===== src/adder_pkg.sv =====
package adder_pkg;

    // Slave port geometry
    localparam int ADDR_WIDTH = 8;
    localparam int DATA_WIDTH = 32;
    localparam int STRB_WIDTH = DATA_WIDTH / 8;

    // Register map, byte offsets
    localparam logic [7:0] REG_OPERAND_A = 8'h00;
    localparam logic [7:0] REG_OPERAND_B = 8'h04;
    localparam logic [7:0] REG_SUM       = 8'h08;
    localparam logic [7:0] REG_STATUS    = 8'h0C;

    typedef enum logic [1:0]
    {
        RESP_OKAY   = 2'b00,
        RESP_SLVERR = 2'b10
    } axi_resp_t;

    // Write path: idle, or holding a response for the master
    typedef enum logic
    {
        WR_IDLE = 1'b0,
        WR_RESP = 1'b1
    } wr_state_t;

    // Read path: idle, or holding read data
    typedef enum logic
    {
        RD_IDLE = 1'b0,
        RD_DATA = 1'b1
    } rd_state_t;

endpackage


===== src/axil_write_channel.sv =====
`timescale 1ns/10ps

module axil_write_channel
    import adder_pkg::*;
(
    input  logic                  s0_axi_aclk,
    input  logic                  rst,

    input  logic [ADDR_WIDTH-1:0] awaddr,
    input  logic                  awvalid,
    output logic                  awready,

    input  logic [DATA_WIDTH-1:0] wdata,
    input  logic [STRB_WIDTH-1:0] wstrb,
    input  logic                  wvalid,
    output logic                  wready,

    output axi_resp_t             bresp,
    output logic                  bvalid,
    input  logic                  bready,

    output logic                  wr_en,
    output logic [ADDR_WIDTH-1:0] wr_addr,
    output logic [DATA_WIDTH-1:0] wr_data,
    output logic [STRB_WIDTH-1:0] wr_strb,
    input  logic                  wr_err
);

    wr_state_t wr_state;
    logic      accept;

    // AW and W are taken together, as a single beat
    assign accept = awready && awvalid && wvalid;

    always_ff @(posedge s0_axi_aclk)
    begin
        if (rst)
        begin
            wr_state <= WR_IDLE;
            awready  <= 1'b0;
            bresp    <= RESP_OKAY;
        end
        else
        begin
            case (wr_state)
                WR_IDLE:
                begin
                    if (accept)
                    begin
                        awready  <= 1'b0;
                        bresp    <= wr_err ? RESP_SLVERR : RESP_OKAY;
                        wr_state <= WR_RESP;
                    end
                    else if (awvalid && wvalid)
                    begin
                        awready <= 1'b1;
                    end
                end
                WR_RESP:
                begin
                    // Hold until the master takes the response
                    if (bready)
                    begin
                        wr_state <= WR_IDLE;
                    end
                end
                default:
                begin
                    wr_state <= WR_IDLE;
                end
            endcase
        end
    end

    assign wready = awready;
    assign bvalid = (wr_state == WR_RESP);

    assign wr_en   = accept;
    assign wr_addr = awaddr;
    assign wr_data = wdata;
    assign wr_strb = wstrb;

    a_bvalid_hold: assert property (@(posedge s0_axi_aclk) disable iff (rst)
        bvalid && !bready |=> bvalid);

    a_no_accept_during_resp: assert property (@(posedge s0_axi_aclk) disable iff (rst)
        bvalid |-> !(awready || wready));

endmodule


===== src/axil_read_channel.sv =====
`timescale 1ns/10ps

module axil_read_channel
    import adder_pkg::*;
(
    input  logic                  s0_axi_aclk,
    input  logic                  rst,

    input  logic [ADDR_WIDTH-1:0] araddr,
    input  logic                  arvalid,
    output logic                  arready,

    output logic [DATA_WIDTH-1:0] rdata,
    output axi_resp_t             rresp,
    output logic                  rvalid,
    input  logic                  rready,

    output logic [ADDR_WIDTH-1:0] rd_addr,
    input  logic [DATA_WIDTH-1:0] rd_data,
    input  logic                  rd_err
);

    rd_state_t rd_state;

    always_ff @(posedge s0_axi_aclk)
    begin
        if (rst)
        begin
            rd_state <= RD_IDLE;
            arready  <= 1'b0;
        end
        else if (rd_state == RD_IDLE)
        begin
            if (arready && arvalid)
            begin
                arready  <= 1'b0;
                rd_state <= RD_DATA;
            end
            else if (arvalid)
            begin
                arready <= 1'b1;
            end
        end
        else if (rready)
        begin
            rd_state <= RD_IDLE;
        end
    end

    // Capture on the address handshake only
    always_ff @(posedge s0_axi_aclk)
    begin
        if (rd_state == RD_IDLE && arready && arvalid)
        begin
            rdata <= rd_data;
            rresp <= rd_err ? RESP_SLVERR : RESP_OKAY;
        end
    end

    assign rvalid  = (rd_state == RD_DATA);
    assign rd_addr = araddr;

    a_rdata_stable: assert property (@(posedge s0_axi_aclk) disable iff (rst)
        rvalid && !rready |=> $stable(rdata));

endmodule


===== src/adder_regs.sv =====
`timescale 1ns/10ps

module adder_regs
    import adder_pkg::*;
(
    input  logic                  s0_axi_aclk,
    input  logic                  rst,

    input  logic                  wr_en,
    input  logic [ADDR_WIDTH-1:0] wr_addr,
    input  logic [DATA_WIDTH-1:0] wr_data,
    input  logic [STRB_WIDTH-1:0] wr_strb,
    output logic                  wr_err,

    input  logic [ADDR_WIDTH-1:0] rd_addr,
    output logic [DATA_WIDTH-1:0] rd_data,
    output logic                  rd_err
);

    logic [DATA_WIDTH-1:0] operand_a;
    logic [DATA_WIDTH-1:0] operand_b;
    logic [DATA_WIDTH-1:0] sum;
    logic                  carry;
    logic [ADDR_WIDTH-1:0] wr_word;
    logic [ADDR_WIDTH-1:0] rd_word;

    // Low two address bits select a byte lane, not a register
    assign wr_word = {wr_addr[ADDR_WIDTH-1:2], 2'b00};
    assign rd_word = {rd_addr[ADDR_WIDTH-1:2], 2'b00};

    // Only the operands are writable
    assign wr_err = !(wr_word == REG_OPERAND_A || wr_word == REG_OPERAND_B);

    always_ff @(posedge s0_axi_aclk)
    begin
        if (rst)
        begin
            operand_a <= '0;
            operand_b <= '0;
        end
        else if (wr_en && !wr_err)
        begin
            for (int i = 0; i < STRB_WIDTH; i++)
            begin
                if (wr_strb[i] && wr_word == REG_OPERAND_A)
                    operand_a[i*8 +: 8] <= wr_data[i*8 +: 8];
                if (wr_strb[i] && wr_word == REG_OPERAND_B)
                    operand_b[i*8 +: 8] <= wr_data[i*8 +: 8];
            end
        end
    end

    // Sum lags the operands by one cycle
    always_ff @(posedge s0_axi_aclk)
    begin
        if (rst)
            {carry, sum} <= '0;
        else
            {carry, sum} <= {1'b0, operand_a} + {1'b0, operand_b};
    end

    always_comb
    begin
        rd_err = 1'b0;
        case (rd_word)
            REG_OPERAND_A: rd_data = operand_a;
            REG_OPERAND_B: rd_data = operand_b;
            REG_SUM:       rd_data = sum;
            REG_STATUS:    rd_data = {{(DATA_WIDTH-1){1'b0}}, carry};
            default:
            begin
                rd_data = '0;
                rd_err  = 1'b1;
            end
        endcase
    end

    a_err_write_ignored: assert property (@(posedge s0_axi_aclk) disable iff (rst)
        wr_en && wr_err |=> $stable(operand_a) && $stable(operand_b));

endmodule


===== src/adder.sv =====
`timescale 1ns/10ps

module adder
    import adder_pkg::*;
(
    input  logic                  s0_axi_aclk,
    input  logic                  rst,

    input  logic [ADDR_WIDTH-1:0] s0_axi_awaddr,
    input  logic                  s0_axi_awvalid,
    output logic                  s0_axi_awready,

    input  logic [DATA_WIDTH-1:0] s0_axi_wdata,
    input  logic [STRB_WIDTH-1:0] s0_axi_wstrb,
    input  logic                  s0_axi_wvalid,
    output logic                  s0_axi_wready,

    output axi_resp_t             s0_axi_bresp,
    output logic                  s0_axi_bvalid,
    input  logic                  s0_axi_bready,

    input  logic [ADDR_WIDTH-1:0] s0_axi_araddr,
    input  logic                  s0_axi_arvalid,
    output logic                  s0_axi_arready,

    output logic [DATA_WIDTH-1:0] s0_axi_rdata,
    output axi_resp_t             s0_axi_rresp,
    output logic                  s0_axi_rvalid,
    input  logic                  s0_axi_rready
);

    logic                  wr_en;
    logic [ADDR_WIDTH-1:0] wr_addr;
    logic [DATA_WIDTH-1:0] wr_data;
    logic [STRB_WIDTH-1:0] wr_strb;
    logic                  wr_err;
    logic [ADDR_WIDTH-1:0] rd_addr;
    logic [DATA_WIDTH-1:0] rd_data;
    logic                  rd_err;

    axil_write_channel u_write_channel (
        .s0_axi_aclk (s0_axi_aclk),
        .rst         (rst),
        .awaddr      (s0_axi_awaddr),
        .awvalid     (s0_axi_awvalid),
        .awready     (s0_axi_awready),
        .wdata       (s0_axi_wdata),
        .wstrb       (s0_axi_wstrb),
        .wvalid      (s0_axi_wvalid),
        .wready      (s0_axi_wready),
        .bresp       (s0_axi_bresp),
        .bvalid      (s0_axi_bvalid),
        .bready      (s0_axi_bready),
        .wr_en       (wr_en),
        .wr_addr     (wr_addr),
        .wr_data     (wr_data),
        .wr_strb     (wr_strb),
        .wr_err      (wr_err)
    );

    axil_read_channel u_read_channel (
        .s0_axi_aclk (s0_axi_aclk),
        .rst         (rst),
        .araddr      (s0_axi_araddr),
        .arvalid     (s0_axi_arvalid),
        .arready     (s0_axi_arready),
        .rdata       (s0_axi_rdata),
        .rresp       (s0_axi_rresp),
        .rvalid      (s0_axi_rvalid),
        .rready      (s0_axi_rready),
        .rd_addr     (rd_addr),
        .rd_data     (rd_data),
        .rd_err      (rd_err)
    );

    adder_regs u_regs (
        .s0_axi_aclk (s0_axi_aclk),
        .rst         (rst),
        .wr_en       (wr_en),
        .wr_addr     (wr_addr),
        .wr_data     (wr_data),
        .wr_strb     (wr_strb),
        .wr_err      (wr_err),
        .rd_addr     (rd_addr),
        .rd_data     (rd_data),
        .rd_err      (rd_err)
    );

endmodule


===== config.mk =====
export PLATFORM = sky130hd
export DESIGN_NAME = adder
export DESIGN_NICKNAME = d
export VERILOG_FILES = /design/src/adder_pkg.sv /design/src/axil_write_channel.sv /design/src/axil_read_channel.sv /design/src/adder_regs.sv /design/src/adder.sv
export SDC_FILE = /design/constraint.sdc
export NUM_CORES = 1
export LEC_CHECK = 0
export BUFFER_PORTS_ARGS = -buffer_cell sky130_fd_sc_hd__buf_2
export CELL_PAD_IN_SITES_DETAIL_PLACEMENT = 0
export CELL_PAD_IN_SITES_GLOBAL_PLACEMENT = 1
export CORE_UTILIZATION = 45
export CTS_BUF_LIST = sky130_fd_sc_hd__clkbuf_2 sky130_fd_sc_hd__clkbuf_4 sky130_fd_sc_hd__clkbuf_8
export DETAILED_ROUTE_END_ITERATION = 10
export GPL_TIMING_DRIVEN = 1
export PLACE_DENSITY_LB_ADDON = 0.3
export SKIP_LAST_GASP = 1
export SLEW_MARGIN = 20
export SYNTH_ARGS = -nofsm -noshare
export SYNTH_HDL_FRONTEND = slang
export SYNTH_HIERARCHICAL = 1
export SYNTH_SLANG_ARGS = --single-unit

===== constraint.sdc =====
create_clock -name s0_axi_aclk -period 2.9 [get_ports s0_axi_aclk]
set_input_delay 0.435 -clock s0_axi_aclk [delete_from_list [all_inputs] [get_ports s0_axi_aclk]]
set_output_delay 0.435 -clock s0_axi_aclk [all_outputs]
set_load 0.05 [all_outputs]

---- Word-level counts from Yosys, hierarchy flattened ----
Cells that the tools add are included.
Widths: inputs -> output; s select.
operators by class
  add/subtract/negate cells ............... 1
  reductions and logical operators ........ 32
  equal/unequal tests ..................... 4
  mux-type cells .......................... 13
  bitwise gates (word level) .............. 2
operators with widths
  kind                number
  $pmux 32 s4         1
  $add 32x32->33      1
  $reduce_and 2->1    11
  $logic_not 8->1     2
  $logic_and 1x1->1   15
  $eq 6x1->1 const B  2
  $eq 6x2->1 const B  2
  $mux 1              9
  $mux 2              2
  $reduce_bool 2->1   2
  $reduce_or 4->1     1
  $not 1->1           2
  $pmux 1 s2          1
  $logic_or 1x1->1    1
storage, ports and cells
  logic and storage cells ................. 69
  output and inout bits ................... 41
  register bits after elaboration ......... 137
  input bits .............................. 59

---- Depth between registers and ports, before layout ----
  depth after elaboration ................. 4
  depth in mapped cells ................... 9
  depth with buffers taken out ............ 9

---- By module ----
The synthesis kept the hierarchy.
by module, submodules not included
  module              instances  seq. area each (µm²)  cells each  area an instance (µm²)
  adder_regs          1          1941.9                781         5864.4
  axil_read_channel   1          1031.0                53          1158.6
  axil_write_channel  1          60.1                  61          503.0

---- Least setup slack after synthesis ----
OpenSTA, ideal clock, no wires.
  path kind ............................... reg-to-reg
  start point ............................. reg u_regs.operand_a[0]
  end point ............................... reg u_regs.sum[20]
  required time ........................... 2.777 ns
  buffers on the path ..................... 0
  stages on the path, launching flop included .. 10
  setup time .............................. 0.123 ns
  arrival time ............................ 2.137 ns
  clock period less this slack ............ 2.261 ns
  slack ................................... 0.639 ns
  cells stage by stage .................... dfxtp_1 ha_1 fa_1 a21oi_1 or3b_4 a211oi_4 nor3b_2 nor2_2 a31oi_1 mux2_1
between the ends
  word-level cells in the longest chain between the ends .. 1
ends and longest elaborated chain
  what                               RTL line          source
  from (decl)                        adder_regs.sv:20  logic [DATA_WIDTH-1:0] operand_a;
  from (signal, indexed assignment)  adder_regs.sv:46  operand_a[i*8 +: 8] <= wr_data[i*8 +: 8];
  $add 32x32->33                     adder_regs.sv:59  {carry, sum} <= {1'b0, operand_a} + {1'b0, operand_b};
  to (signal assigned)               adder_regs.sv:59
  to (decl)                          adder_regs.sv:22  logic [DATA_WIDTH-1:0] sum;
No other way between the ends.
A chain may end at the register's enable or synchronous reset.

---- Worst setup path after layout ----
Ends and elaborated chain as after synthesis.

==> metrics.txt <==
Bufs on Longest Clock Path 2; initial antenna violation count 0; die area 0.01718 mm^2; htree depth 4; Root Driver clkbuf_8; Ant. Diodes 0; DRT Pass-1 Iters 5; Worst R2R Path Depth 9; Post-CTS Resized 0; reg2reg end u_regs/sum[20]; GRT Total Usage 22.98%; syn nets 983; setup TNS 0 ns; clk_lat worst skew 0.45 ns; crit path kind flop to flop; final wirelength 18.66 mm; Crit. Startpoint u_regs/operand_a[0]; Placed Area 0.007770 mm^2; IO Port Bufs 93; static leakage about 3.2 nW; Worst EP arrival between 2 and 3 ns; total power roughly 3.9 mW; Int Power 2.961 mW; fmax 0.3808 GHz; Syn Area/Cell 8.413 um^2; Slowest cell on crit path fa_1; M3 GR Usage 5.114%; row cnt 46; Hold WC Path Type primary input to flop; drc violations 0; VDD IR max about 0.28 mV; reg2reg setup slack 0.27 ns; Max Slew Vio Count 0; critical path capture point u_regs/sum[20]; clk slew on worst S/H paths 0.08 ns; largest net degree at the start of global routing 48; critical-path cell list ha_1, fa_1, a21oi_1, or3b_4, a211oi_4, nor3b_2, nor2_2, a31oi_1, mux2_1; status completed; via count between 6000 and 7000; CTS tree done; first-pass GRT wire length 29.71 mm; Psw about 0.96 mW; crit path time final about 2.6 ns; Area Overhead vs Synth 9.180%; vias in the first global route about 5700; Antenna Nets Post-Route 0; Iteration-0 DRC Markers 413; synthesized instance count 891; most frequent cells in the layout 137 x a21oi_1, 108 x nor2_1, 102 x dfxtp_1; Sw Share 24.49%; Remaining Overflow, GRT 0; RSZ-0062 raised after global routing false; Worst path depth 9; postcts setup bufs 0; Final Cell Area 0.008184 mm^2; crit-path max cell delay between 0.4 and 0.5 ns; gr busiest metal met2; Finish-stage setup viols 0; worst clock skew 0.01016 ns; Crit. End Element flop; WL/cell about 16 um; layout cell share with drive strength beyond 1 17.76%; Seq. cell area 0.003033 mm^2; chip width 131.1 um; Fill cells 1576; crit path max fanout 4; worst r2r src u_regs/operand_a[0]; synth warn 6; GR Util met1 33.46%; CP delay by family, top adder cells; PwrDens 479.1 mW/mm^2; Die Ht 131.1 um; sequential share of power 50.0%; Final Cycle Share 90.54%; WP buf/inv 0; Gate power share 8.0%; Hold Buf Count CTS 0; final RePlAce weighted congestion around 0.91; Initial Util 46.68%; CORE AREA 0.01606 mm^2; CP startpoint kind flop; routed vias/inst between 5 and 6; Slew Limit Headroom 46.37%; Clock power frac between 40% and 50%; max_cap viols 0; Ports 100; worst-margin pin slew 0.8035 ns; met2 Use GR 33.52%; CP Data Required Time 3.24 ns; Final nets 1008; Multi-input gate area 0.003819 mm^2; Sink Count 135; Post-Syn Area 0.007496 mm^2; commonest non-fill, non-tap cell in the layout a21oi_1; Fin. Hold Viols 0; post-DP HPWL 13.28 mm; total CTS buffers 17
## metal layers
| layer | wire [um] | share of wire, % |
|---|---|---|
| met1 | 9420 | 50 |
| met5 | 0 | 0 |
| met2 | 7993 | 43 |
| met4 | 277 | 1.5 |
| met3 | 964 | 5.2 |
## sequential cells by signal, indices dropped and copies added, names as in the netlist
signal,flops
u_regs/carry,1
u_read_channel/rdata,32
u_read_channel/rresp,1
u_write_channel/awready,1
u_regs/operand_a,32
u_read_channel/arready,1
u_regs/operand_b,32
u_write_channel/bvalid,1
u_read_channel/rvalid,1
u_write_channel/bresp,1
u_regs/sum,32
## final cells by class
class                      instances  share of cell area [%]
multi-input combinational        644                   46.66
sequential                       135                   37.06
timing repair buffer             106                   7.369
clock buffer                      23                   3.562
tap                              216                   3.302
clock inverter                     9                   1.498
inverter                          12                  0.5504
## power groups by stage
stage | clock network [mW] | registers (mW) | logic (mW)
after floorplan | 0 | 2.11 | 0.158
after global placement | 0 | 2.00 | 0.314
after detailed placement | 0 | 2.01 | 0.315
after CTS | 1.69 | 1.96 | 0.315
after global routing | 1.76 | 1.96 | 0.333
final | 1.65 | 1.96 | 0.313
## through the flow
stage | hold slack [ns] | setup slack, ns | util (%) | cells
floorplan | 0.4498 | 0.6393 | - | 891
global placement | 0.4589 | 0.3576 | 48.39 | 1113
detailed placement | 0.4600 | 0.3063 | 48.39 | 1113
CTS | 0.2044 | 0.2834 | 50.97 | 1145
global route | 0.2132 | 0.08879 | 50.97 | 1145
finish | 0.2338 | 0.2742 | 50.97 | 1145
## worst min path at each step
| stage | startpoint | to | slack, ns | depth (start not counted) |
|---|---|---|---|---|
| final | s0_axi_wdata[5] | u_regs/operand_a[5] | 0.23 | 3 |
| after global routing | s0_axi_wdata[5] | u_regs/operand_a[5] | 0.21 | 3 |
| after CTS | s0_axi_wdata[29] | u_regs/operand_b[29] | 0.20 | 3 |
| after detailed placement | u_write_channel/bresp[1] | u_write_channel/bresp[1] | 0.46 | 2 |
| after global placement | u_write_channel/bresp[1] | u_write_channel/bresp[1] | 0.46 | 2 |
| after floorplan | u_regs/operand_b[0] | u_regs/operand_b[0] | 0.45 | 2 |
## tightest hold or removal path: cells and delay by family
kind	cells	cell delay, ns
buffers and inverters	1	0.10
AOI/OAI and AO/OA	1	0.05
and+or+nand+nor	1	0.06
No activity file was read; power rests on OpenSTA's default activity.
